==> config.mk <==
export PLATFORM = sky130hd
export DESIGN_NAME = next_pc_select
export DESIGN_NICKNAME = d
export VERILOG_FILES = /design/src/fetch_pkg.sv /design/src/thread_pkg.sv /design/src/next_pc_select.sv
export VERILOG_INCLUDE_DIRS = /design/src
export SDC_FILE = /design/constraint.sdc
export NUM_CORES = 1
export LEC_CHECK = 0
export BUFFER_PORTS_ARGS = -buffer_cell sky130_fd_sc_hd__buf_2
export CAP_MARGIN = 20
export CORE_AREA = 2 2 84 86
export DETAILED_ROUTE_END_ITERATION = 10
export DIE_AREA = 0 0 86 88
export GPL_TIMING_DRIVEN = 1
export PLACE_DENSITY = 0.79
export SETUP_SLACK_MARGIN = 0.4
export SLEW_MARGIN = 25
export SYNTH_ARGS = -nofsm -noshare
export SYNTH_HDL_FRONTEND = slang
export SYNTH_SLANG_ARGS = --single-unit
==> constraint.sdc <==
create_clock -name vclk -period 5.5
set_clock_uncertainty 0.15 [all_clocks]
set_input_delay 0.825 -clock vclk [all_inputs]
set_output_delay 0.825 -clock vclk [all_outputs]
set_load 0.03 [all_outputs]
==> src/fetch_config.svh <==
/*
  Build-time configuration of the multithreaded fetch unit.
  FETCH_NUM_THREADS must be a power of two, and at least 2.
  FETCH_ALIGN_BITS must stay below FETCH_VLEN.
  FETCH_DEBUG_ADDR is used only while FETCH_DEBUG_EN is 1.
*/
`ifndef FETCH_CONFIG_SVH
`define FETCH_CONFIG_SVH

// hardware thread count
`define FETCH_NUM_THREADS 4

// virtual fetch address width
`define FETCH_VLEN 32

// low pc bits cleared on a sequential step
`define FETCH_ALIGN_BITS 2

// debug entry point, taken when the debug redirect is enabled
`define FETCH_DEBUG_ADDR 32'h0000_0800
`define FETCH_DEBUG_EN 1

`endif

==> src/fetch_pkg.sv <==
/*
  Address and pc-source types of the fetch unit.
  Widths follow the macros in the config header.
*/
`include "fetch_config.svh"

package fetch_pkg;

  // virtual fetch address
  typedef logic [`FETCH_VLEN-1:0] vaddr_t;

  // winning source of a pc write, in no particular priority order
  typedef enum logic [2:0] {
    NONE,
    SEQ,
    MISPREDICT,
    ERET,
    TRAP,
    COMMIT,
    DEBUG
  } pc_src_e;

endpackage

==> src/thread_pkg.sv <==
/*
  Thread id and thread status types.
  The id width is derived from the thread count in the config header.
*/
`include "fetch_config.svh"

package thread_pkg;

  // index of a hardware thread
  typedef logic [$clog2(`FETCH_NUM_THREADS)-1:0] thread_id_t;

  // a thread waits in STALLED_ICACHE until its miss returns
  typedef enum logic {
    READY,
    STALLED_ICACHE
  } thread_status_e;

  // one status entry per thread, indexed by thread id
  typedef thread_status_e [`FETCH_NUM_THREADS-1:0] thread_status_vec_t;

endpackage

==> src/next_pc_select.sv <==
/*
  Picks at most one pc write per cycle.
  Priority: sequential, mispredict, eret, trap, commit; debug overrides all.
  Lower-priority redirects in the same cycle are dropped, so the
  issuing side must hold them until they are taken.
*/
`include "fetch_config.svh"

module next_pc_select
  import fetch_pkg::*;
  import thread_pkg::*;
(
  input  logic       icache_req_i,
  input  logic       icache_ready_i,
  input  thread_id_t cur_tid_i,
  input  vaddr_t     cur_pc_i,
  input  logic       halt_i,
  input  logic       mispredict_i,
  input  thread_id_t mispredict_tid_i,
  input  vaddr_t     mispredict_addr_i,
  input  logic       eret_i,
  input  thread_id_t eret_tid_i,
  input  vaddr_t     epc_i,
  input  logic       ex_valid_i,
  input  thread_id_t ex_tid_i,
  input  vaddr_t     trap_vector_i,
  input  logic       set_pc_commit_i,
  input  thread_id_t commit_tid_i,
  input  vaddr_t     pc_commit_i,
  input  logic       set_debug_pc_i,
  input  thread_id_t debug_tid_i,
  output logic       pc_we_o,
  output thread_id_t pc_wtid_o,
  output vaddr_t     pc_wdata_o
);

  pc_src_e src;
  vaddr_t  seq_pc;
  vaddr_t  commit_pc;

  assign seq_pc = {cur_pc_i[`FETCH_VLEN-1:`FETCH_ALIGN_BITS], {`FETCH_ALIGN_BITS{1'b0}}}
                + vaddr_t'(4);
  // a halted core restarts on the committed instruction itself
  assign commit_pc = halt_i ? pc_commit_i : pc_commit_i + vaddr_t'(4);

  always_comb begin
    src = NONE;
    if (icache_req_i && icache_ready_i) src = SEQ;
    else if (mispredict_i) src = MISPREDICT;
    else if (eret_i) src = ERET;
    else if (ex_valid_i) src = TRAP;
    else if (set_pc_commit_i) src = COMMIT;
    if ((`FETCH_DEBUG_EN != 0) && set_debug_pc_i) src = DEBUG;
  end

  always_comb begin
    pc_we_o    = (src != NONE);
    pc_wtid_o  = cur_tid_i;
    pc_wdata_o = seq_pc;
    case (src)
      MISPREDICT: begin
        pc_wtid_o  = mispredict_tid_i;
        pc_wdata_o = mispredict_addr_i;
      end
      ERET: begin
        pc_wtid_o  = eret_tid_i;
        pc_wdata_o = epc_i;
      end
      TRAP: begin
        pc_wtid_o  = ex_tid_i;
        pc_wdata_o = trap_vector_i;
      end
      COMMIT: begin
        pc_wtid_o  = commit_tid_i;
        pc_wdata_o = commit_pc;
      end
      DEBUG: begin
        pc_wtid_o  = debug_tid_i;
        pc_wdata_o = vaddr_t'(`FETCH_DEBUG_ADDR);
      end
      default: ;
    endcase
  end

endmodule

* After elaboration in Yosys (flattened, before gate mapping)
Index checks and enable logic that the tools add are counted.
** Operators by class
- $add $sub $neg :: 2
- Multipliers :: 0
- Div/mod/pow operators :: 0
- $lt $le $gt $ge :: 0
- Eq/ne operators :: 5
- Shift operators :: 0
- Multiplexer cells :: 9
- Bitwise logic cells :: 0
- Reduce and logical (&&, ||, !) cells :: 2
** Operators by type and width (number)
- $pmux W32 S5 :: 1
- $add A32 B3 Y32 const B :: 2
- $mux W32 :: 1
- $mux W3 :: 6
- $pmux W2 S5 :: 1
- $eq A3 B3 Y1 const B :: 3
- $eq A3 B2 Y1 const B :: 2
- $reduce_bool A3 Y1 :: 1
- $logic_and A1 B1 Y1 :: 1
** Word-level totals
- Register bits after elaboration :: 0
- Latch bits :: 0
- RAM bits :: 0
- Memory bits (read-only) :: 0
- Output and inout port bits :: 35
- Memories kept :: 0

* Longest topological paths before layout
Gate-level depths: netlist of run 1.
- Depth after elaboration :: 8
- Mapped depth :: 8

* Worst setup path after synthesis of run 1
Ideal clock, no wire load.
- Path type :: input -> output
- From :: in halt_i
- To :: out pc_wdata_o[23]
- Arrival time :: 2.634 ns
- Required time :: 4.525 ns
- Path slack :: 1.891 ns
- Stages :: 5
- Path through :: and4b_1 -> nand2_2 -> or4_1 -> or3_1 -> a32oi_1
** Between the ends
- Cells in the longest elaborated chain, start to end :: 2
** Ends and longest elaborated chain
- from (decl) :: line next_pc_select.sv:17 : input logic halt_i,
- $mux W32 :: line next_pc_select.sv:44 : assign commit_pc = halt_i ? pc_commit_i : pc_commit_i + vaddr_t'(4);
- $pmux W32 S5 :: line next_pc_select.sv:60 : case (src)
- to (decl) :: line next_pc_select.sv:34 : output vaddr_t pc_wdata_o
Every way passes these cells.

* Worst setup path in the final report of run 1
- From :: in set_debug_pc_i
- To :: out pc_wdata_o[29]
** Between the ends
- Cells in the longest elaborated chain, start to end :: 3
** Ends and longest elaborated chain
- from (decl) :: line next_pc_select.sv:30 : input logic set_debug_pc_i,
- $mux W3 (*) :: line next_pc_select.sv:53 : if ((`FETCH_DEBUG_EN != 0) && set_debug_pc_i) src = DEBUG;
- $eq A3 B3 Y1 / $eq A3 B2 Y1 (equally long branches) :: line next_pc_select.sv:60
- $pmux W32 S5 (*) :: line next_pc_select.sv:60
Every way passes the cells marked *; elsewhere a longest branch is shown, timed or not.

==> flow_summary.ini, run 1 <==
[sta]
relSlewSlack_pct = 39.77
finalSetupViolCount = 0
setup_ws_ns = 1.237
whs_ns = 1.856
fin_crit_sh_pct = 77.51
timing.fmax_mhz = 234.6
final_max_slew_viol_count = 0
period_needed_ns = 4.263
rsz0062_at_grt = false
tns_ns = 0
worst_pin_slew_ns = 0.9035
hold_viol_final = 0

[setup_path]
arrival_ns = 3.29
end_kind = output port
worst_setup_path_start_kind = input port
path_class = input port to output port
crit_path_max_fanout = 24
critPathRequiredTime_ns = 4.53
crit_path_start = set_debug_pc_i

[yosys]
yosys-top-cells-count = nand2_1 (29), a22oi_1 (23), nand3_1 (23)
yosysTopAreaCell = xor2_1
synth_area_leaders = xor2_1 (7.8%), a22oi_1 (7.0%), xnor2_1 (6.8%)
ys_warn_count = 0
netlist-cell-type-count = 56
yosysMostFrequentCell = nand2_1
synth_area_mm2 = 0.002457
syn_avg_cell_area_um2 = 6.807
synthCells = 361
synth_fp_nets = 543
synth_top_area_share_pct = 7.841
yosysSeqAreaShare_pct = 0

[layout]
synthToLayoutAreaGrowth_pct = 44.45
design.seq.count = 0
fill_cells = 659
fin_util_pct = 53.43
drive_gt1_share_pct = 41.95
final_nets = 737
regArea_um2 = 0
num_antenna_cells = 0
clock_buffers = 0

[global_route]
grt_overflow = 0
grt_use_total_pct = 27.11
antenna_found_initial = 0
grt_pass1_vias = 3407
grt_max_degree = 25
grt_pass1_wl_um = 16540

[run]
drv_cap = 0

[die]
start_util_pct = 36.99
rows = 30
core_area_mm2 = 0.006644
ios = 215
die_x_um = 86
dieHeight_um = 88
die-area_mm2 = 0.007568

[route]
drt-total-wl_um = 11170
viasPerCell = 6.003
vias = 3800
wl_per_cell_um = 17.64
drc_errors = 0
first_iter_violations = 347
dr.pass1.iters = 8
final_antenna_net_count = 0

[min_path]
holdPathEnd = pc_wdata_o[2]
min_path_type = input port to output port
min-delay-start = cur_pc_i[2]
holdPathStages = 3

[place]
io_buffers = 213
gp_congestion = 0.8983
hpwlAfterDp_um = 9250
pre_cts_ws_ns = 1.328

[clock_network]
cts_resized = 0
postCtsHoldBufs = 0
cts_setup_buffers = 0

[pwr]
ir_worst_vdd_mv = 0.04674
p_per_area_mw_per_mm2 = 81.71
leakage_nw = 1.595

[outcome]
status = complete, no violations
## report_power, final
group	switching [mW]	total [mW]	internal, mW
Clock	0	0	0
Sequential	0	0	0
Combinational	0.171	0.290	0.119
## cell type report
cell class | instances | area, um^2 | share of cell area [%]
Tap cell | 80 | 100.1 | 2.820
Multi-Input combinational cell | 331 | 2335 | 65.77
Timing Repair Buffer | 217 | 1096 | 30.88
Inverter | 5 | 18.77 | 0.5287
## stage by stage
step,power [mW],std cells,area (um^2)
6_report,0.2900,633,3550
5_1_grt,0.3115,633,3550
4_1_cts,0.2874,633,3547
3_5_place_dp,0.2862,633,3547
3_3_place_gp,0.2827,633,3547
2_1_floorplan,0.1564,361,2457
## kinds of logic after synthesis
| family | Yosys count | share of synthesized area, % |
|---|---|---|
| AOI/OAI and AO/OA | 112 | 33.15 |
| xor gates and xnor gates | 41 | 14.61 |
| adders and majority gates | 2 | 1.018 |
| buffers and inverters | 30 | 5.244 |
| muxes | 26 | 11.30 |
| and+or+nand+nor | 150 | 34.67 |
## critical path, stage by stage
cell	delay [ns]
buf_2	0.16
a21oi_1	0.53
buf_4	0.27
and2_1	0.73
o311ai_0	0.29
a22oi_1	0.25
buf_2	0.24
## layer usage
metal | vias to the layer above | GRT usage (%) | part of all wire [%]
met2 | 225 | 47.92 | 48
li1 | 1825 | - | -
met3 | 16 | 3.299 | 9.7
met5 | - | 0 | 0
met1 | 1734 | 35.36 | 41
met4 | 0 | 5.628 | 1.6
## worst max-delay path by stage
stage                                end  cells past startpoint
after floorplan           pc_wdata_o[23]                      5
after global placement    pc_wdata_o[29]                      7
after detailed placement  pc_wdata_o[29]                      7
after CTS                 pc_wdata_o[29]                      7
after global routing      pc_wdata_o[29]                      7
final                     pc_wdata_o[29]                      7
## cell usage in the layout, fill, tap and decap left out, types with 5 or more instances in the layout
master and n:
nor4_1 7, mux2i_1 12, and4_1 5, and2_1 7, a32oi_1 7, nand4_1 14
a21oi_1 12, xnor2_1 19, xor2_1 22, o21ai_1 15, nand3_1 23, a22oi_1 23
nand2_1 29, and3_1 7, mux2_1 7, o21ai_0 7, buf_2 213, inv_1 5
a222oi_1 9, o31a_1 6, nor2_1 14, nor3_1 15, o211ai_1 7, nor2b_1 5
mux2_2 7
(Power assumes the default switching activity.)
==> run 2, diff against run 1 <==
--- a/config.mk
+++ b/config.mk
@@ -6,13 +6,13 @@
 export SDC_FILE = /design/constraint.sdc
 export NUM_CORES = 1
 export LEC_CHECK = 0
+export ABC_AREA = 1
 export BUFFER_PORTS_ARGS = -buffer_cell sky130_fd_sc_hd__buf_2
 export CAP_MARGIN = 20
-export CORE_AREA = 2 2 84 86
+export CORE_UTILIZATION = 44
 export DETAILED_ROUTE_END_ITERATION = 10
-export DIE_AREA = 0 0 86 88
 export GPL_TIMING_DRIVEN = 1
-export PLACE_DENSITY = 0.79
+export PLACE_DENSITY = 0.85
 export SETUP_SLACK_MARGIN = 0.4
 export SLEW_MARGIN = 25
 export SYNTH_ARGS = -nofsm -noshare
==> constraint.sdc (replaced) <==
create_clock -name vclk -period 4.05
set_clock_uncertainty 0.15 [all_clocks]
set_input_delay 0.6075 -clock vclk [all_inputs]
set_output_delay 0.6075 -clock vclk [all_outputs]
set_load 0.03 [all_outputs]
==> flow_summary.ini, run 2 <==
[outcome]
status = complete, no violations

[min_path]
min-delay-start = pc_commit_i[1]
min_path_type = input port to output port

[sta]
final_max_slew_viol_count = 0
period_needed_ns = 3.077
whs_ns = 1.436
worst_pin_slew_ns = 0.8324
tns_ns = 0
hold_viol_final = 0
fin_crit_sh_pct = 75.98
rsz0062_at_grt = false
timing.fmax_mhz = 325.0
finalSetupViolCount = 0
relSlewSlack_pct = 44.37

[layout]
fin_util_pct = 63.34
layout.cells.most_common_list = nand2_1 (305), buf_2 (213), nor2_1 (77)
regArea_um2 = 0
layout_commonest_cell = nand2_1
num_antenna_cells = 0
finalNonFillerCells = 935
final_nets = 1042
synthToLayoutAreaGrowth_pct = 35.25
drive_gt1_share_pct = 29.49
clock_buffers = 0
design.seq.count = 0

[yosys]
synth_area_mm2 = 0.003042
yosys-top-cells-count = nand2_1 (305), nor2_1 (77), nand3_1 (69)
synthCells = 659
yosysTopAreaCell = nand2_1
yosysSeqAreaShare_pct = 0
netlist-cell-type-count = 29
ys_warn_count = 0
synth_fp_nets = 841
synth_area_leaders = nand2_1 (38%), nand3_1 (11%), nor2_1 (9.5%)
yosysMostFrequentCell = nand2_1
synth_top_area_share_pct = 37.64
syn_avg_cell_area_um2 = 4.616

[die]
die-area_mm2 = 0.007250
rows = 29
die_x_um = 85.15
core_area_mm2 = 0.006495
dieHeight_um = 85.15
start_util_pct = 46.83
ios = 215

[clock_network]
postCtsHoldBufs = 0
cts_setup_buffers = 0
cts_resized = 0

[setup_path]
crit_path_start = icache_req_i
critical_path.max_stage_delay_ns = 0.68
end_kind = output port
path_class = input port to output port
critPathBufInv = 3
path_cells = buf_2, nand2_1, nand3_2, nor2_4, nand2_1, nand3_1, nor2_1, nand2_1, nand2_1, inv_1, buf_2
arrival_ns = 2.32
cp_common_cell = nand2_1
crit_path_max_fanout = 34
worst_setup_path_start_kind = input port
critPathRequiredTime_ns = 3.29
crit_slowest_cell = nor2_4
cp_top_family = simple AND/OR/NAND/NOR gates

[global_route]
grt_use_total_pct = 32.15
grt_pass1_vias = 4141
grt_pass1_wl_um = 19180
grt_max_degree = 35
grt_overflow = 0
antenna_found_initial = 0

[place]
io_buffers = 213
dp.cells = 935
gp_congestion = 0.9672
hpwlAfterDp_um = 10050

[route]
drt-total-wl_um = 12020
wl_per_cell_um = 12.86
first_iter_violations = 308
viasPerCell = 5.168
vias = 4832
final_antenna_net_count = 0
drc_errors = 0
dr.pass1.iters = 5

[pwr]
total_power_mw = 0.4144
p_per_area_mw_per_mm2 = 100.7
ir_worst_vdd_mv = 0.07579
leakage_nw = 2.315

[run]
drv_cap = 0
run 2: final timing paths:
check	endpoint	cells after the start
max	pc_wdata_o[19]	11
min	pc_wdata_o[1]	4
run 2: routing by layer:
metal / share of wire, % / GRT usage (%)
met5: 0 / 0
met1: 43 / 43.91
met3: 10 / 2.821
met4: 1.0 / 4.314
met2: 46 / 56.09
run 2: logic make-up (layout without fill, tap and decap cells):
group	count (synthesis)	after routing	synth area share, %
AOI/OAI and AO/OA	29	29	5.019
adders and majority gates	2	2	0.8226
and+or+nand+nor	525	525	76.72
buffers and inverters	83	282	11.68
xor gates and xnor gates	20	20	5.759
run 2: final cells by class:
cell class	instances	area, um^2
multi-input combinational	576	2686
fill	679	2381
timing repair buffer	214	1074
inverter	68	257.7
tap	77	96.34
run 2: stage by stage:
| stage | area (um^2) | setup WS (ns) |
|---|---|---|
| 2_1_floorplan | 3042 | 1.409 |
| 3_3_place_gp | 4114 | 1.007 |
| 3_5_place_dp | 4114 | 0.9864 |
| 4_1_cts | 4114 | 0.9805 |
| 5_1_grt | 4114 | 0.7572 |
| 6_report | 4114 | 0.9730 |
run 2: power breakdown:
group          internal, mW  leakage, nW  total (mW)  switching [mW]
Sequential                0            0           0               0
Clock                     0            0           0               0
Combinational         0.150         2.32       0.414           0.265
Total                 0.150         2.32       0.414           0.265
run 2: worst min-delay path: stages:
cell and delay, ns:
buf_2 0.07, nand2_1 0.05, nand4_1 0.06, buf_2 0.19
==> run 3, diff against run 2 <==
--- a/config.mk
+++ b/config.mk
@@ -6,13 +6,14 @@
 export SDC_FILE = /design/constraint.sdc
 export NUM_CORES = 1
 export LEC_CHECK = 0
-export ABC_AREA = 1
+export ABC_AREA = 0
 export BUFFER_PORTS_ARGS = -buffer_cell sky130_fd_sc_hd__buf_2
 export CAP_MARGIN = 20
-export CORE_UTILIZATION = 44
+export CORE_AREA = 2 2 84 86
 export DETAILED_ROUTE_END_ITERATION = 10
+export DIE_AREA = 0 0 86 88
 export GPL_TIMING_DRIVEN = 1
-export PLACE_DENSITY = 0.85
+export PLACE_DENSITY = 0.79
 export SETUP_SLACK_MARGIN = 0.4
 export SLEW_MARGIN = 25
 export SYNTH_ARGS = -nofsm -noshare
==> constraint.sdc (replaced) <==
create_clock -name vclk -period 3
set_clock_uncertainty 0.15 [all_clocks]
set_input_delay 0.45 -clock vclk [all_inputs]
set_output_delay 0.45 -clock vclk [all_outputs]
set_load 0.03 [all_outputs]
==> flow_summary.ini, run 3 (synthesized netlist as in run 1, its figures left out) <==
[outcome]
status = complete, no violations

[layout]
fin_util_pct = 75.46
drive_gt1_share_pct = 58.97
regArea_um2 = 0
clock_buffers = 0
layout_commonest_cell = buf_2
design.seq.count = 0
synthToLayoutAreaGrowth_pct = 104.0
final_nets = 803
layout.cells.most_common_list = buf_2 (173), buf_4 (51), buf_6 (47)

[die]
start_util_pct = 36.99
die-area_mm2 = 0.007568
ios = 215
dieHeight_um = 88
die_x_um = 86
core_area_mm2 = 0.006644
rows = 30

[route]
final_antenna_net_count = 0
first_iter_violations = 386
drc_errors = 0
drt-total-wl_um = 15070
viasPerCell = 6.374
dr.pass1.iters = 5
vias = 4462
wl_per_cell_um = 21.52

[pwr]
p_per_area_mw_per_mm2 = 152.7
seq_power_share_pct = 0
ir_worst_vdd_mv = 0.07640
internal_power_mw = 0.3604
clockPowerShare_pct = 0
p_switching_mw = 0.4053
netSwitchingFraction_pct = 52.93
combPwrFrac_pct = 100.0
leakage_nw = 2.216

[global_route]
grt_overflow = 0
grt_pass1_wl_um = 19930
grt_use_total_pct = 33.17
grt_pass1_vias = 4036
antenna_found_initial = 1
grt_max_degree = 16

[run]
drv_cap = 0

[sta]
final_max_slew_viol_count = 0
hold_viol_final = 0
rsz0062_at_grt = true
timing.fmax_mhz = 359.0
tns_ns = 0
period_needed_ns = 2.786
fin_crit_sh_pct = 92.86
worst_pin_slew_ns = 0.5188
relSlewSlack_pct = 65.41
finalSetupViolCount = 0

[setup_path]
critPathRequiredTime_ns = 2.40
arrival_ns = 2.19
worst_setup_path_start_kind = input port
path_class = input port to output port
end_kind = output port
crit_path_max_fanout = 6

[place]
gp_congestion = 0.9283
hpwlAfterDp_um = 10320
io_buffers = 213

[clock_network]
postCtsHoldBufs = 0

[min_path]
min_path_type = input port to output port
## run 3: timing repair
action	in CTS	in global routing
pin swaps	24	29
gates resized for setup	104	88
setup buffers	24	8
setup endpoints to repair	30	35
cloned	4	0
## run 3: path summary, 6_finish.rpt
| check | startpoint | to | slack (ns) | depth (start not counted) |
|---|---|---|---|---|
| worst max-delay path | pc_commit_i[7] | pc_wdata_o[23] | 0.21 | 7 |
| worst min-delay path | cur_pc_i[2] | pc_wdata_o[2] | 1.10 | 3 |
## run 3: per-stage QoR
stage,instances,setup slack (ns),hold slack [ns],total power [mW],instance area [um^2]
finish,700,0.2142,1.100,0.7657,5014
floorplan,361,0.2490,0.9469,0.3142,2613
global placement,663,0.1406,1.097,0.5721,3943
detailed placement,663,0.1025,1.097,0.5778,3943
global route,700,0.1666,1.123,0.7959,5014
CTS,691,0.1941,1.095,0.6765,4573
## run 3: final cells by class
class | instances | area, um^2
antenna | 1 | 2.502
fill | 483 | 1630
inverter | 5 | 18.77
multi-input combinational | 331 | 2882
timing repair buffer | 283 | 2011
tap | 80 | 100.1
## run 3: per-layer routing
| layer | GRT usage (%) | part of all wire, % |
|---|---|---|
| met2 | 59.76 | 49 |
| met4 | 8.225 | 4.4 |
| met1 | 40.69 | 37 |
| met5 | 0 | 0 |
| met3 | 6.032 | 9.4 |
## run 3: worst max-delay path, stage by stage
cell and delay (ns):
buf_2 0.14, and4_4 0.26, nand2_2 0.06, or4_4 0.54, or3_1 0.33, a32oi_2 0.24
buf_6 0.17
## run 3: power groups by stage
stage                 Clock (mW)  Sequential, mW  Combinational (mW)
floorplan                      0               0               0.314
global placement               0               0               0.572
detailed placement             0               0               0.578
CTS                            0               0               0.677
global route        0.0000000445               0               0.796
finish              0.0000000445               0               0.766
