[src/fetch_config.svh]
/*
  Build-time configuration of the multithreaded fetch unit.
  FETCH_NUM_THREADS must be a power of two, and at least 2.
  FETCH_ALIGN_BITS must stay below FETCH_VLEN.
  FETCH_DEBUG_ADDR is used only while FETCH_DEBUG_EN is 1.
*/
`ifndef FETCH_CONFIG_SVH
`define FETCH_CONFIG_SVH

// hardware thread count
`define FETCH_NUM_THREADS 4

// virtual fetch address width
`define FETCH_VLEN 32

// low pc bits cleared on a sequential step
`define FETCH_ALIGN_BITS 2

// debug entry point, taken when the debug redirect is enabled
`define FETCH_DEBUG_ADDR 32'h0000_0800
`define FETCH_DEBUG_EN 1

`endif

[src/thread_pkg.sv]
/*
  Thread id and thread status types.
  The id width is derived from the thread count in the config header.
*/
`include "fetch_config.svh"

package thread_pkg;

  // index of a hardware thread
  typedef logic [$clog2(`FETCH_NUM_THREADS)-1:0] thread_id_t;

  // a thread waits in STALLED_ICACHE until its miss returns
  typedef enum logic {
    READY,
    STALLED_ICACHE
  } thread_status_e;

  // one status entry per thread, indexed by thread id
  typedef thread_status_e [`FETCH_NUM_THREADS-1:0] thread_status_vec_t;

endpackage

[src/thread_scheduler.sv]
/*
  Round-robin thread selection and single icache miss tracking.
  Only one miss is outstanding at a time; a second miss waits until
  the first one returns. Rotation skips every thread not READY.
*/
`include "fetch_config.svh"

module thread_scheduler
  import thread_pkg::*;
(
  input  logic               clk_i,
  input  logic               rst_ni,
  input  logic               fetch_ready_i,
  input  logic               halt_i,
  input  logic               flush_i,
  input  logic               icache_ready_i,
  input  logic               icache_ex_i,
  input  thread_status_vec_t status_i,
  output thread_id_t         cur_tid_o,
  output logic               stall_pending_o,
  // status write towards the context
  output logic               st_we_o,
  output thread_id_t         st_wtid_o,
  output thread_status_e     st_wdata_o
);

  thread_id_t cur_tid_q, cur_tid_d;
  thread_id_t stall_tid_q, stall_tid_d;
  logic       pending_q, pending_d;
  thread_id_t cand;
  logic       found;

  // ------------------------------------------------------------
  // round robin
  // ------------------------------------------------------------
  // nearest READY thread after the current one wins
  always_comb begin
    cur_tid_d = cur_tid_q;
    found     = 1'b0;
    cand      = cur_tid_q;
    if (fetch_ready_i && !halt_i) begin
      for (int i = 1; i < `FETCH_NUM_THREADS; i++) begin
        cand = thread_id_t'((int'(cur_tid_q) + i) % `FETCH_NUM_THREADS);
        if (!found && status_i[cand] == READY) begin
          cur_tid_d = cand;
          found     = 1'b1;
        end
      end
    end
  end

  // ------------------------------------------------------------
  // miss tracker
  // ------------------------------------------------------------
  always_comb begin
    st_we_o     = 1'b0;
    st_wtid_o   = cur_tid_q;
    st_wdata_o  = READY;
    pending_d   = pending_q;
    stall_tid_d = stall_tid_q;

    // cache refused the request, park the current thread
    if (fetch_ready_i && !icache_ready_i && status_i[cur_tid_q] == READY && !pending_q) begin
      st_we_o     = 1'b1;
      st_wdata_o  = STALLED_ICACHE;
      pending_d   = 1'b1;
      stall_tid_d = cur_tid_q;
    end

    // miss returned; a faulting thread stays parked
    if (pending_q && icache_ready_i) begin
      pending_d = 1'b0;
      if (!icache_ex_i) begin
        st_we_o   = 1'b1;
        st_wtid_o = stall_tid_q;
      end
    end

    if (flush_i) begin
      pending_d = 1'b0;
    end
  end

  always_ff @(posedge clk_i or negedge rst_ni) begin
    if (!rst_ni) begin
      cur_tid_q   <= '0;
      stall_tid_q <= '0;
      pending_q   <= 1'b0;
    end else begin
      cur_tid_q   <= cur_tid_d;
      stall_tid_q <= stall_tid_d;
      pending_q   <= pending_d;
    end
  end

  assign cur_tid_o       = cur_tid_q;
  assign stall_pending_o = pending_q;

endmodule

[config.mk]
export PLATFORM = sky130hd
export DESIGN_NAME = thread_scheduler
export DESIGN_NICKNAME = d
export VERILOG_FILES = /design/src/thread_pkg.sv /design/src/thread_scheduler.sv
export VERILOG_INCLUDE_DIRS = /design/src
export SDC_FILE = /design/constraint.sdc
export NUM_CORES = 1
export LEC_CHECK = 0
export ABC_AREA = 1
export BUFFER_PORTS_ARGS = -buffer_cell sky130_fd_sc_hd__buf_2
export CAP_MARGIN = 20
export CORE_AREA = 2 2 39 41
export CTS_CLUSTER_DIAMETER = 30
export DETAILED_ROUTE_END_ITERATION = 8
export DIE_AREA = 0 0 41 43
export PLACE_DENSITY_LB_ADDON = 0.05
export SLEW_MARGIN = 40
export SYNTH_ARGS = -nofsm -noshare
export SYNTH_HDL_FRONTEND = slang
export SYNTH_SLANG_ARGS = --single-unit
[constraint.sdc]
create_clock -name clk_i -period 1.6 [get_ports clk_i]
set_clock_uncertainty 0.2 [all_clocks]
set_input_delay 0.08 -clock clk_i [delete_from_list [all_inputs] [get_ports clk_i]]
set_output_delay 0.08 -clock clk_i [all_outputs]
set_load 0.05 [all_outputs]
=== After elaboration in Yosys (flattened, before gate mapping) ===
Cells that the tools add are included.

* Flip-flop bits (word level): 5
* Bits of input ports: 11
* Output and inout port bits: 7

* Add/subtract/negate cells: 3
* $lt $le $gt $ge: 4
* Equal/unequal tests: 1
* Mux-type cells: 23
* Bitwise gates (word level): 3
* Reductions and logical operators: 14

{| class="wikitable"
|+ Operator list
! kind !! number
|-
| $mux W1 || 14
|-
| $lt A2 B3 Y1 const B || 4
|-
| $mux W2 || 5
|-
| $bmux W1 S2 || 4
|-
| $logic_and A1 B1 Y1 || 7
|-
| $logic_not A1 Y1 || 5
|-
| $add A2 B2 Y2 const B || 2
|-
| $ne A3 B1 Y1 const B || 1
|-
| $not A1 Y1 || 3
|-
| $reduce_bool A3 Y1 || 1
|-
| $add A2 B1 Y2 const B || 1
|-
| $reduce_and A2 Y1 || 1
|}

=== Depth between registers and ports, before layout ===
Gate-level depths: netlist of run 1.

* Depth in word-level cells: 13
* Mapped depth: 11
* Depth with buffers taken out: 10

=== Least setup slack after synthesis of run 1 ===
Ideal clock, no wire load.

* Kind: reg-to-output
* Start point: register cur_tid_q[0] (netlist: cur_tid_o[0])
* End point: output st_we_o
* Arrival: 2198 ps
* Required time: 1320 ps
* Path slack: -878 ps
* Cell stages (with the launch flop): 7
* Cell sequence: dfrtp_1 -> inv_2 -> nand2_1 -> nand2_1 -> nand2_1 -> nand2_1 -> o21ai_0

* Longest elaborated chain between the ends: 8

{| class="wikitable"
|+ Ends and longest elaborated chain
! item !! line !! text
|-
| start: declaration || thread_scheduler.sv:27 || <nowiki>thread_id_t cur_tid_q, cur_tid_d;</nowiki>
|-
| start signal: assignment || thread_scheduler.sv:90 || <nowiki>cur_tid_q <= cur_tid_d;</nowiki>
|-
| $bmux W1 S2 (*) || thread_scheduler.sv:63 || <nowiki>if (fetch_ready_i && !icache_ready_i && status_i[cur_tid_q] == READY && !pending_q) begin</nowiki>
|-
| $mux W1 (not written as such) (*) || thread_scheduler.sv:63 ||
|-
| $not A1 Y1 (*) || thread_scheduler.sv:63 ||
|-
| $logic_and A1 B1 Y1 (*) (2 in series) || thread_scheduler.sv:63 ||
|-
| $mux W1 (*) || thread_scheduler.sv:63 ||
|-
| $mux W1 || thread_scheduler.sv:73 || <nowiki>if (!icache_ex_i) begin</nowiki>
|-
| $mux W1 (*) || thread_scheduler.sv:71 || <nowiki>if (pending_q && icache_ready_i) begin</nowiki>
|-
| end: declaration || thread_scheduler.sv:22 || <nowiki>output logic st_we_o,</nowiki>
|}

Mark *: on every way between the ends. The rest lies on a longest branch, timed or not. The select of a mux whose other input is x is not followed.

=== Worst setup path in the final report of run 1 ===
Same ends and word-level chain as after synthesis.

==> run summary, run 1 <==
STATUS
------------------------------------------------------------------------------------------------------
Result of the run                                                                         complete, but fails checks
Violated checks                                                                           setup timing

CTS
------------------------------------------------------------------------------------------------------
Number of sinks on the clock net                                                                     5
H-tree lvl count                                                                                     1
CTS tree                                                                                         built
CTS root buf                                                                              sky130_fd_sc_hd__clkbuf_4
Number of buffers created by CTS                                                                     3
Buffer levels on the longest clock path                                                              2
Source-to-sink clock delay at the later pin of the worst-skew pair                             0.24 ns
Clock transition at the register clock pins on the worst setup and hold paths after CTS        0.04 ns

LOGIC SYNTHESIS
------------------------------------------------------------------------------------------------------
Ys flop type                                                                              sky130_fd_sc_hd__dfrtp_1
Sequential fraction of the synthesis area                                                        0.248
Synth top area cells                                                                      sky130_fd_sc_hd__dfrtp_1 25%, sky130_fd_sc_hd__nand2_1 23%, sky130_fd_sc_hd__nand2_2 14%
Syn_nets                                                                                            93
Gate count after technology mapping                                                                 82
Fraction of synthesized cell area taken by the top area cell type                                0.248
EDFF count, synth                                                                                    0
Cell type with the largest total area after synthesis                                     sky130_fd_sc_hd__dfrtp_1
Share of flip-flops with an asynchronous set or reset after synthesis                             1.00
Number of synthesized register bits                                                                  5
Number of distinct library cells after synthesis                                                    18
Mean instance size in the synthesized netlist                                               6.15 sq um
Area of the mapped netlist                                                                   504 sq um
Yosys warning total                                                                                  0

TIMING
------------------------------------------------------------------------------------------------------
Number of endpoints with negative hold slack in the final report                                     0
Final period demand of the worst path                                                          1.60 ns
Unrepaired setup endpoints after global routing                                                   true
F_max                                                                                        0.624 GHz
Minimum setup slack in the final design                                                    -0.00381 ns
Hold slack                                                                                   0.0159 ns
Post-route fraction of the period consumed by the critical path                                   1.00
Relative slew slack                                                                              0.836
Max Transition Viols Final                                                                           0
Number of failing setup endpoints in the final timing report                                         1
Sum of negative setup slack                                                                -0.00381 ns
Worst slew pin tran                                                                           0.245 ns

CRITICAL PATH
------------------------------------------------------------------------------------------------------
CP required                                                                                    1.32 ns
Critical register-to-register path endpoint                                               cur_tid_o[0]
RR Startpoint                                                                             cur_tid_o[0]
Type of destination of the critical path                                                  primary output
Critical Path Start Type                                                                      register
CP Class                                                                                    reg -> out
Depth of the most critical reg-to-reg path                                                          11
Setup slack of the most critical reg-to-reg path                                             -0.004 ns
CP max FO                                                                                            5
Data arrival time at the worst-slack endpoint                                                  1.32 ns

FLOW RUN
------------------------------------------------------------------------------------------------------
Max-cap violation count                                                                              0

GRT
------------------------------------------------------------------------------------------------------
Via count of the first global-routing pass                                                         571
Total global-route track usage                                                                   0.193
First-pass GRT wire length                                                                     2330 um
Total gr overflow                                                                                    0
Largest net degree at the start of global routing                                                   11
Antenna violations before repair                                                                     0

LAYOUT
------------------------------------------------------------------------------------------------------
Multi-input gate area in the final layout                                                    409 sq um
Flip-flop and latch area                                                                     129 sq um
Non-Filler Instances                                                                               137
Final net count                                                                                    133
Layout fillers                                                                                     118
Share of cells above drive strength 1                                                            0.579
Diode insertion count for antenna repair                                                             0
Area grow syn2layout                                                                             79.2%

DRT
------------------------------------------------------------------------------------------------------
Iteration-0 DRC count of the detailed router                                                         5
Length of the first detailed-routing pass in iterations                                              4
Aggregate routed wire length                                                                   1410 um
Routed Antenna Nets                                                                                  0
Vias post-DR                                                                                       637
DRC Markers                                                                                          0
Wire per inst                                                                                  10.3 um
Via density per instance                                                                          4.65

PWR
------------------------------------------------------------------------------------------------------
Static leakage power                                                                          0.463 nW
Net Switching                                                                                 0.993 mW
Internal portion of total power                                                               0.895 mW
Fraction of power consumed by sequential logic                                                   0.140
Clock network fraction of total power                                                            0.077
Logic gate share of total power                                                                  0.783
Switching part of the total power                                                                0.526
Peak supply drop                                                                               1.07 mV
Power density over the cells                                                              2090 nW/um^2

PLACEMENT
------------------------------------------------------------------------------------------------------
Number of cells in the design after placement                                                      116
Placer's final routability congestion estimate                                                   0.730
Port Buf Inserts                                                                                    17
Placed wire-length estimate after detailed placement                                            897 um

WORST HOLD PATH
------------------------------------------------------------------------------------------------------
Hold depth                                                                                           4
Hold Crit Endpoint                                                                        stall_tid_q[1]
Launch instance of the worst min-delay path                                               icache_ready_i
Worst min-delay path category                                                                in -> reg

FLOORPLANNING
------------------------------------------------------------------------------------------------------
Number of top-level pins                                                                            18
Number of rows created at floorplan                                                                 14
Die W                                                                                            41 um
Die boundary height                                                                              43 um
Initial Util                                                                                     0.364
Total die area                                                                              1760 sq um
Placeable core region                                                                       1380 sq um

-- cell usage after synthesis (2+ instances only) --
cell                       count
sky130_fd_sc_hd__nand3_1       7
sky130_fd_sc_hd__inv_1         5
sky130_fd_sc_hd__nand2_2      11
sky130_fd_sc_hd__a21oi_1       5
sky130_fd_sc_hd__buf_6         2
sky130_fd_sc_hd__o21ai_0       3
sky130_fd_sc_hd__nand2_1      31
sky130_fd_sc_hd__nand3b_1      2
sky130_fd_sc_hd__dfrtp_1       5
sky130_fd_sc_hd__nor2_1        3
-- worst max-delay path by stage --
stage	start	endpoint	slack (ns)	cells past startpoint
2_1_floorplan	cur_tid_o[0]	stall_tid_q[1]	-0.14	7
3_3_place_gp	cur_tid_o[0]	cur_tid_o[0]	0.01	10
3_5_place_dp	cur_tid_o[0]	cur_tid_o[0]	0.004	10
4_1_cts	cur_tid_o[0]	st_we_o	-0.006	7
5_1_grt	cur_tid_o[0]	cur_tid_o[0]	-0.09	11
6_report	cur_tid_o[0]	st_we_o	-0.004	7
-- through the flow --
| step | cell area [sq um] | total power, mW | util | setup WS, ns |
|---|---|---|---|---|
| after floorplan | 541 | 1.17 | - | -0.135 |
| after global placement | 646 | 1.35 | 0.467 | 0.0134 |
| after detailed placement | 646 | 1.35 | 0.467 | 0.00403 |
| after CTS | 848 | 1.73 | 0.613 | -0.00632 |
| after global routing | 903 | 2.04 | 0.653 | -0.0862 |
| final | 903 | 1.89 | 0.653 | -0.00381 |
-- logic make-up (layout without fill, tap and decap cells) --
logic type,after synthesis,after routing,share of synthesized area
AND/OR/NAND/NOR,57,57,0.533
AO/OA/AOI/OAI,11,11,0.117
buffers and inverters,9,48,0.102
flip-flops,5,5,0.248
-- state kept, by name (all words and copies together), names as in the netlist --
register and count:
stall_tid_q 2, stall_pending_o 1, cur_tid_o 2
-- power groups by stage --
stage | sequential, mW | combinational, mW | clock, mW
floorplan | 0.326 | 0.842 | 0
global placement | 0.277 | 1.07 | 0
detailed placement | 0.277 | 1.07 | 0
CTS | 0.276 | 1.31 | 0.152
global route | 0.273 | 1.60 | 0.163
finish | 0.264 | 1.48 | 0.146
-- cell usage in the layout, fill, tap and decap left out, drive strengths merged, types with 2 or more instances in the layout --
cell type / synthesis / routed
dlygate4sd3: 0 / 5
nand3b: 2 / 2
buf: 2 / 32
dfrtp: 5 / 5
inv: 7 / 7
a21oi: 5 / 5
clkbuf: 0 / 4
nand2: 43 / 43
nor2: 4 / 4
nand3: 7 / 7
o21ai: 4 / 4
-- timing repair --
item / 4_1_cts / 5_1_grt
hold endpoints to repair: 7 / 0
hold buffers: 5 / 0
gates resized for setup: 19 / 8
setup endpoints to repair: 5 / 7
buffers inserted: 9 / 3
pin swaps: 10 / 12
-- cell type report --
type	instances	area share
clock buffers	4	0.0291
inverters	7	0.0346
multi-input cells	68	0.453
flip-flops and latches	5	0.143
well taps	16	0.0222
repair buffers	37	0.319
-- per-layer routing --
metal | GRT usage | vias up | wire (um)
li1 | - | 341 | -
met3 | 0.0262 | 2 | 52
met2 | 0.334 | 15 | 773
met1 | 0.219 | 279 | 572
met4 | 0.0800 | 0 | 14
met5 | 0 | - | 0
-- critical path, stage by stage (launching register included) --
cell and delay, ns:
sky130_fd_sc_hd__dfrtp_2 0.43, sky130_fd_sc_hd__inv_4 0.07, sky130_fd_sc_hd__nand2_2 0.09, sky130_fd_sc_hd__nand2_2 0.06
sky130_fd_sc_hd__nand2_2 0.07, sky130_fd_sc_hd__nand2_4 0.06, sky130_fd_sc_hd__o21ai_2 0.13, sky130_fd_sc_hd__buf_6 0.17
Power figures use the tool's default switching activity.
==> run 2, diff against run 1 <==
--- a/config.mk
+++ b/config.mk
@@ -9,10 +9,10 @@
 export ABC_AREA = 1
 export BUFFER_PORTS_ARGS = -buffer_cell sky130_fd_sc_hd__buf_2
 export CAP_MARGIN = 20
-export CORE_AREA = 2 2 39 41
+export CORE_AREA = 3 3 40 42
 export CTS_CLUSTER_DIAMETER = 30
 export DETAILED_ROUTE_END_ITERATION = 8
-export DIE_AREA = 0 0 41 43
+export DIE_AREA = 0 0 43 45
 export PLACE_DENSITY_LB_ADDON = 0.05
 export SLEW_MARGIN = 40
 export SYNTH_ARGS = -nofsm -noshare
==> run 2 against run 1 <==
  * The flow still finishes with violations (setup timing)
  * Wire length is 16% higher
  * Largest power group unchanged
  * Combinational power is 5% higher
  * Hold slack worse by 0.0048 ns
  * First-iteration DRC count is 20% higher
==> run summary, run 2 (synthesis results as in run 1) <==
STATUS
------------------------------------------------------------------------------------------------------
Violated checks                                                                           setup timing
Result of the run                                                                         complete, but fails checks

PLACEMENT
------------------------------------------------------------------------------------------------------
Worst slack, placed                                                                          0.0194 ns
Placer's final routability congestion estimate                                                   0.743
Placed wire-length estimate after detailed placement                                            956 um
Port Buf Inserts                                                                                    17
Total placed instance area                                                                   644 sq um
Number of cells in the design after placement                                                      115

PWR
------------------------------------------------------------------------------------------------------
Static leakage power                                                                          0.493 nW
Tot Pwr                                                                                        1.98 mW
Power density over the cells                                                              2070 nW/um^2
Peak supply drop                                                                               1.16 mV

DRT
------------------------------------------------------------------------------------------------------
Detail Route met2 WL                                                                            864 um
Max layer used                                                                                    met4
DRC Markers                                                                                          0
Routed Antenna Nets                                                                                  0
Aggregate routed wire length                                                                   1640 um
Routed metal-1 wire length                                                                      658 um
Vias post-DR                                                                                       653
Via density per instance                                                                          4.84
Length of the first detailed-routing pass in iterations                                              4
Wire per inst                                                                                  12.1 um
Wire length on met3                                                                              44 um
Iteration-0 DRC count of the detailed router                                                         6

FLOW RUN
------------------------------------------------------------------------------------------------------
Max-cap violation count                                                                              0

TIMING
------------------------------------------------------------------------------------------------------
Hold slack                                                                                   0.0111 ns
Number of failing setup endpoints in the final timing report                                         2
Final period demand of the worst path                                                          1.62 ns
Max Transition Viols Final                                                                           0
Minimum setup slack in the final design                                                     -0.0186 ns
Worst slew pin tran                                                                           0.272 ns
F_max                                                                                        0.618 GHz
Sum of negative setup slack                                                                 -0.0224 ns
Number of endpoints with negative hold slack in the final report                                     0
Unrepaired setup endpoints after global routing                                                   true
Relative slew slack                                                                              0.818
Post-route fraction of the period consumed by the critical path                                   1.01

LAYOUT
------------------------------------------------------------------------------------------------------
Final net count                                                                                    132
Util after Layout                                                                                0.747
Final design area excluding fillers                                                          960 sq um
Top library cells by usage in the layout, fill and taps aside                             19 x sky130_fd_sc_hd__nand2_1, 13 x sky130_fd_sc_hd__nand2_4, 13 x sky130_fd_sc_hd__buf_2, 11 x sky130_fd_sc_hd__nand2_2, 10 x sky130_fd_sc_hd__buf_4
Most common cell after layout, fill and taps aside                                        sky130_fd_sc_hd__nand2_1
Diode insertion count for antenna repair                                                             0
Layout fillers                                                                                     108
Share of cells above drive strength 1                                                            0.583
Non-Filler Instances                                                                               135
Area grow syn2layout                                                                             90.3%

FLOORPLANNING
------------------------------------------------------------------------------------------------------
Number of rows created at floorplan                                                                 13
Die boundary height                                                                              45 um
Total die area                                                                              1940 sq um
Die W                                                                                            43 um
Placeable core region                                                                       1280 sq um
Initial Util                                                                                     0.392
Number of top-level pins                                                                            18

CTS
------------------------------------------------------------------------------------------------------
CTS tree                                                                                         built
CTS root buf                                                                              sky130_fd_sc_hd__clkbuf_4
Number of buffers created by CTS                                                                     3
Buffer levels on the longest clock path                                                              2
Source-to-sink clock delay at the later pin of the worst-skew pair                             0.25 ns
Clock transition at the register clock pins on the worst setup and hold paths after CTS        0.04 ns
Number of sinks on the clock net                                                                     5
H-tree lvl count                                                                                     1

CRITICAL PATH
------------------------------------------------------------------------------------------------------
Depth of the most critical reg-to-reg path                                                          11
CP max FO                                                                                            7
CP Class                                                                                    reg -> reg
Type of destination of the critical path                                                      register
Critical Path Start Type                                                                      register
Data arrival time at the worst-slack endpoint                                                  1.56 ns
CP required                                                                                    1.54 ns
Setup slack of the most critical reg-to-reg path                                              -0.02 ns

GRT
------------------------------------------------------------------------------------------------------
Via count of the first global-routing pass                                                         615
Largest net degree at the start of global routing                                                    9
Antenna violations before repair                                                                     0
Total global-route track usage                                                                   0.173
First-pass GRT wire length                                                                     2500 um
Total gr overflow                                                                                    0

WORST HOLD PATH
------------------------------------------------------------------------------------------------------
Worst min-delay path category                                                                in -> reg
Hold depth                                                                                           4

run 2: worst max-delay path, cell delays in order, from the launching register on:
cell,delay [ns]
sky130_fd_sc_hd__dfrtp_2,0.45
sky130_fd_sc_hd__inv_4,0.11
sky130_fd_sc_hd__buf_12,0.12
sky130_fd_sc_hd__nand2_4,0.05
sky130_fd_sc_hd__nand2_4,0.08
sky130_fd_sc_hd__nand2_4,0.05
sky130_fd_sc_hd__nand2_4,0.09
sky130_fd_sc_hd__nand3b_1,0.10
sky130_fd_sc_hd__nand2_1,0.10
sky130_fd_sc_hd__nand2_1,0.05
sky130_fd_sc_hd__nand2_1,0.07
sky130_fd_sc_hd__nand2_1,0.04
run 2: cell type report:
| class | count | area [sq um] | area share |
|---|---|---|---|
| inverter | 7 | 31.3 | 0.0326 |
| clock buffer | 4 | 26.3 | 0.0274 |
| tap | 15 | 18.8 | 0.0196 |
| timing repair buffer | 36 | 293 | 0.305 |
| sequential | 5 | 129 | 0.134 |
| multi-input combinational | 68 | 462 | 0.481 |
run 2: final timing paths:
kind	from	end
worst min-delay path	icache_ready_i	stall_tid_q[1]
max in group asynchronous	rst_ni	stall_pending_o
worst max register to register	cur_tid_o[0]	cur_tid_o[0]
worst max-delay path	cur_tid_o[0]	cur_tid_o[0]
worst min register to register	stall_tid_q[1]	stall_tid_q[1]
min in group asynchronous	rst_ni	cur_tid_o[0]
run 2: where the power goes:
group          switching [mW]  total, mW  internal [mW]
Sequential             0.0836      0.271          0.188
Clock                  0.0550      0.150         0.0945
Combinational           0.940       1.56          0.622
run 2: layer usage:
metal  vias to the layer above  track usage
li1                        338            -
met1                       289        0.197
met2                        19        0.314
met3                         7       0.0239
met4                         0       0.0904
met5                         -            0
run 2: what timing repair did:
action | in CTS | in global routing
gates resized for setup | 16 | 22
setup endpoints to repair | 4 | 7
buffers inserted | 8 | 3
endpoints found under the hold margin | 8 | 0
pin swaps | 5 | 11
hold buffers | 5 | 0
==> run 3, diff against run 2 <==
--- a/config.mk
+++ b/config.mk
@@ -6,7 +6,6 @@
 export SDC_FILE = /design/constraint.sdc
 export NUM_CORES = 1
 export LEC_CHECK = 0
-export ABC_AREA = 1
 export BUFFER_PORTS_ARGS = -buffer_cell sky130_fd_sc_hd__buf_2
 export CAP_MARGIN = 20
 export CORE_AREA = 3 3 40 42
@@ -14,6 +13,7 @@
 export DETAILED_ROUTE_END_ITERATION = 8
 export DIE_AREA = 0 0 43 45
 export PLACE_DENSITY_LB_ADDON = 0.05
+export RECOVER_POWER = 25
 export SLEW_MARGIN = 40
 export SYNTH_ARGS = -nofsm -noshare
 export SYNTH_HDL_FRONTEND = slang
==> run 3 against run 2 <==
  * The run still ends with setup timing left
  * Register-to-register slack got worse by 0.13 ns
  * Non-clock buffer count shrank 4
  * Wire length is 14% lower
  * Global-route usage down 1.2 points
  * Clock power is essentially flat
  * Setup slack got worse by 0.21 ns
  * Die area did not move
  * Cell area is 20% lower
  * Flip-flop and latch count is the same
  * Count of clock-buffer cells in the layout did not move
==> run summary, run 3 <==
TIMING
------------------------------------------------------------------------------------------------------
Final period demand of the worst path                                                          1.83 ns
F_max                                                                                        0.547 GHz
Number of failing setup endpoints in the final timing report                                         6
Number of endpoints with negative hold slack in the final report                                     0
Unrepaired setup endpoints after global routing                                                   true
Max Transition Viols Final                                                                           0
Relative slew slack                                                                              0.823
Hold slack                                                                                   0.0909 ns
Post-route fraction of the period consumed by the critical path                                   1.14
Worst slew pin tran                                                                           0.262 ns
Minimum setup slack in the final design                                                      -0.228 ns

DRT
------------------------------------------------------------------------------------------------------
Routed Antenna Nets                                                                                  0
Via density per instance                                                                          5.30
Iteration-0 DRC count of the detailed router                                                         6
DRC Markers                                                                                          0
Length of the first detailed-routing pass in iterations                                              4
Aggregate routed wire length                                                                   1400 um
Vias post-DR                                                                                       557
Wire per inst                                                                                  13.4 um

CTS
------------------------------------------------------------------------------------------------------
CTS tree                                                                                         built
Buffer levels on the longest clock path                                                              2
CTS root buf                                                                              sky130_fd_sc_hd__clkbuf_4
Number of sinks on the clock net                                                                     5
Clock transition at the register clock pins on the worst setup and hold paths after CTS        0.04 ns
Source-to-sink clock delay at the later pin of the worst-skew pair                             0.25 ns
H-tree lvl count                                                                                     1
Number of buffers created by CTS                                                                     3

CRITICAL PATH
------------------------------------------------------------------------------------------------------
Setup slack of the most critical reg-to-reg path                                              -0.15 ns
Critical Path Start Type                                                                      register
Data arrival time at the worst-slack endpoint                                                  1.55 ns
CP Class                                                                                    reg -> out
CP max FO                                                                                            3
Type of destination of the critical path                                                  primary output
CP required                                                                                    1.32 ns

LOGIC SYNTHESIS
------------------------------------------------------------------------------------------------------
Ys flop type                                                                              sky130_fd_sc_hd__dfrtp_1
Mean instance size in the synthesized netlist                                               8.39 sq um
Adder-Cell Fraction of Synth Area                                                                    0
EDFF count, synth                                                                                    0
Multiplexer share of the synthesized area                                                        0.177
Area of the mapped netlist                                                                   487 sq um
Fraction of synthesized cell area taken by the top area cell type                                0.257
Number of synthesized register bits                                                                  5
Syn_nets                                                                                            69
Yosys warning total                                                                                  0
Xor and xnor fraction of the mapped netlist area                                                     0
Share of flip-flops with an asynchronous set or reset after synthesis                             1.00
Sequential fraction of the synthesis area                                                        0.257
Main combinational cell family by area after synthesis                                    simple AND/OR/NAND/NOR gates
Synth Area in Simple Gates                                                                       0.278
Synth top area cells                                                                      sky130_fd_sc_hd__dfrtp_1 26%, sky130_fd_sc_hd__mux2i_1 6.2%, sky130_fd_sc_hd__o21ai_0 6.2%
Most common cell in the synthesized netlist                                               sky130_fd_sc_hd__nor2_1
Share of the synthesized area in compound gates (AO/OA/AOI/OAI)                                  0.219
Cell type with the largest total area after synthesis                                     sky130_fd_sc_hd__dfrtp_1
Gate count after technology mapping                                                                 58
Number of distinct library cells after synthesis                                                    26
Top cells by count, synth                                                                 7 x sky130_fd_sc_hd__nor2_1, 6 x sky130_fd_sc_hd__o21ai_0, 5 x sky130_fd_sc_hd__dfrtp_1

PWR
------------------------------------------------------------------------------------------------------
Static leakage power                                                                          0.370 nW
Clock network fraction of total power                                                            0.128
Net Switching                                                                                 0.540 mW
Fraction of power consumed by sequential logic                                                   0.185
Peak supply drop                                                                              0.876 mV
Switching part of the total power                                                                0.469
Logic gate share of total power                                                                  0.686
Internal portion of total power                                                               0.611 mW
Power density over the cells                                                              1490 nW/um^2

GRT
------------------------------------------------------------------------------------------------------
Total gr overflow                                                                                    0
Via count of the first global-routing pass                                                         510
First-pass GRT wire length                                                                     2310 um
Largest net degree at the start of global routing                                                   11
Total global-route track usage                                                                   0.161
Antenna violations before repair                                                                     0

STATUS
------------------------------------------------------------------------------------------------------
Violated checks                                                                           setup timing
Result of the run                                                                         complete, but fails checks

FLOORPLANNING
------------------------------------------------------------------------------------------------------
Total die area                                                                              1940 sq um
Number of top-level pins                                                                            18
Placeable core region                                                                       1280 sq um
Die W                                                                                            43 um
Initial Util                                                                                     0.379
Number of rows created at floorplan                                                                 13
Die boundary height                                                                              45 um

LAYOUT
------------------------------------------------------------------------------------------------------
Diode insertion count for antenna repair                                                             0
Most common cell after layout, fill and taps aside                                        sky130_fd_sc_hd__buf_2
Util after Layout                                                                                0.600
Final net count                                                                                    102
Top library cells by usage in the layout, fill and taps aside                             14 x sky130_fd_sc_hd__buf_2, 9 x sky130_fd_sc_hd__buf_4, 7 x sky130_fd_sc_hd__nor2_1, 5 x sky130_fd_sc_hd__o21ai_0, 5 x sky130_fd_sc_hd__dlygate4sd3_1
Share of cells above drive strength 1                                                            0.444
Area grow syn2layout                                                                             58.4%

PLACEMENT
------------------------------------------------------------------------------------------------------
Worst slack, placed                                                                          -0.126 ns
Placed wire-length estimate after detailed placement                                           1010 um
Port Buf Inserts                                                                                    17
Placer's final routability congestion estimate                                                   0.796

WORST HOLD PATH
------------------------------------------------------------------------------------------------------
Worst min-delay path category                                                                in -> reg

FLOW RUN
------------------------------------------------------------------------------------------------------
Max-cap violation count                                                                              0

run 3: cell count changes after synthesis, sizes merged, moves of 2 or more:
cell,delta
nand2b,+4
buf,+2
mux2,+3
o21ai,+2
nor2b,+2
nand3,-7
mux2i,+3
nor2,+3
inv,-5
nand2,-39
run 3: stage by stage:
stage / TNS, ns / instance area, sq um / power [mW] / instances
3_3_place_gp: -0.250 / 641 / 0.912 / 95
2_1_floorplan: -1.34 / 495 / 0.715 / 58
6_report: -0.730 / 771 / 1.15 / 105
3_5_place_dp: -0.283 / 641 / 0.902 / 95
5_1_grt: -1.17 / 771 / 1.23 / 105
4_1_cts: -0.735 / 762 / 1.15 / 105
run 3: power by group through the flow:
stage	clock [mW]	combinational, mW	sequential, mW
5_1_grt	0.162	0.847	0.223
3_5_place_dp	0	0.687	0.215
2_1_floorplan	0	0.407	0.309
6_report	0.148	0.790	0.213
3_3_place_gp	0	0.692	0.220
4_1_cts	0.155	0.784	0.213
run 3: critical path, stage by stage (launching register included):
cell and delay [ns]:
sky130_fd_sc_hd__dfrtp_2 0.36, sky130_fd_sc_hd__mux4_2 0.54, sky130_fd_sc_hd__nor2b_4 0.14, sky130_fd_sc_hd__nand2b_4 0.13
sky130_fd_sc_hd__buf_8 0.14
run 3: cell families after synthesis:
kind of cell,count (synthesis)
AO/OA/AOI/OAI,16
AND/OR/NAND/NOR,24
buffers and inverters,6
multiplexers,7
flip-flops,5
run 3: area by class of cell:
| cell class | instances | area, sq um |
|---|---|---|
| clock buffers | 4 | 26.3 |
| fillers | 119 | 514 |
| inverters | 2 | 7.51 |
| multi-input cells | 47 | 350 |
| flip-flops and latches | 5 | 128 |
| well taps | 15 | 18.8 |
| repair buffers | 32 | 240 |
run 3: what timing repair did:
action | in CTS | in global routing
resized for setup | 11 | 2
pin swaps | 4 | 0
hold buffers | 5 | 0
setup endpoints to repair | 6 | 7
setup buffers | 1 | 0
hold endpoints to repair | 6 | 0
run 3: final timing paths:
kind / from / to / cells past startpoint
max: cur_tid_o[0] / st_we_o / 4
max in group asynchronous: rst_ni / cur_tid_o[0] / 3
min in group asynchronous: rst_ni / stall_pending_o / 3
max reg2reg: cur_tid_o[0] / stall_tid_q[0] / 4
min reg2reg: stall_tid_q[0] / stall_tid_q[0] / 1
min: status_i[3] / cur_tid_o[0] / 4
run 3: metal layers:
| layer | track usage | part of all wire | up-vias |
|---|---|---|---|
| met2 | 0.222 | 0.47 | 21 |
| met4 | 0.0663 | 0.015 | 0 |
| met1 | 0.225 | 0.44 | 257 |
| met3 | 0.0637 | 0.075 | 4 |
| met5 | 0 | 0 | - |
| li1 | - | - | 275 |
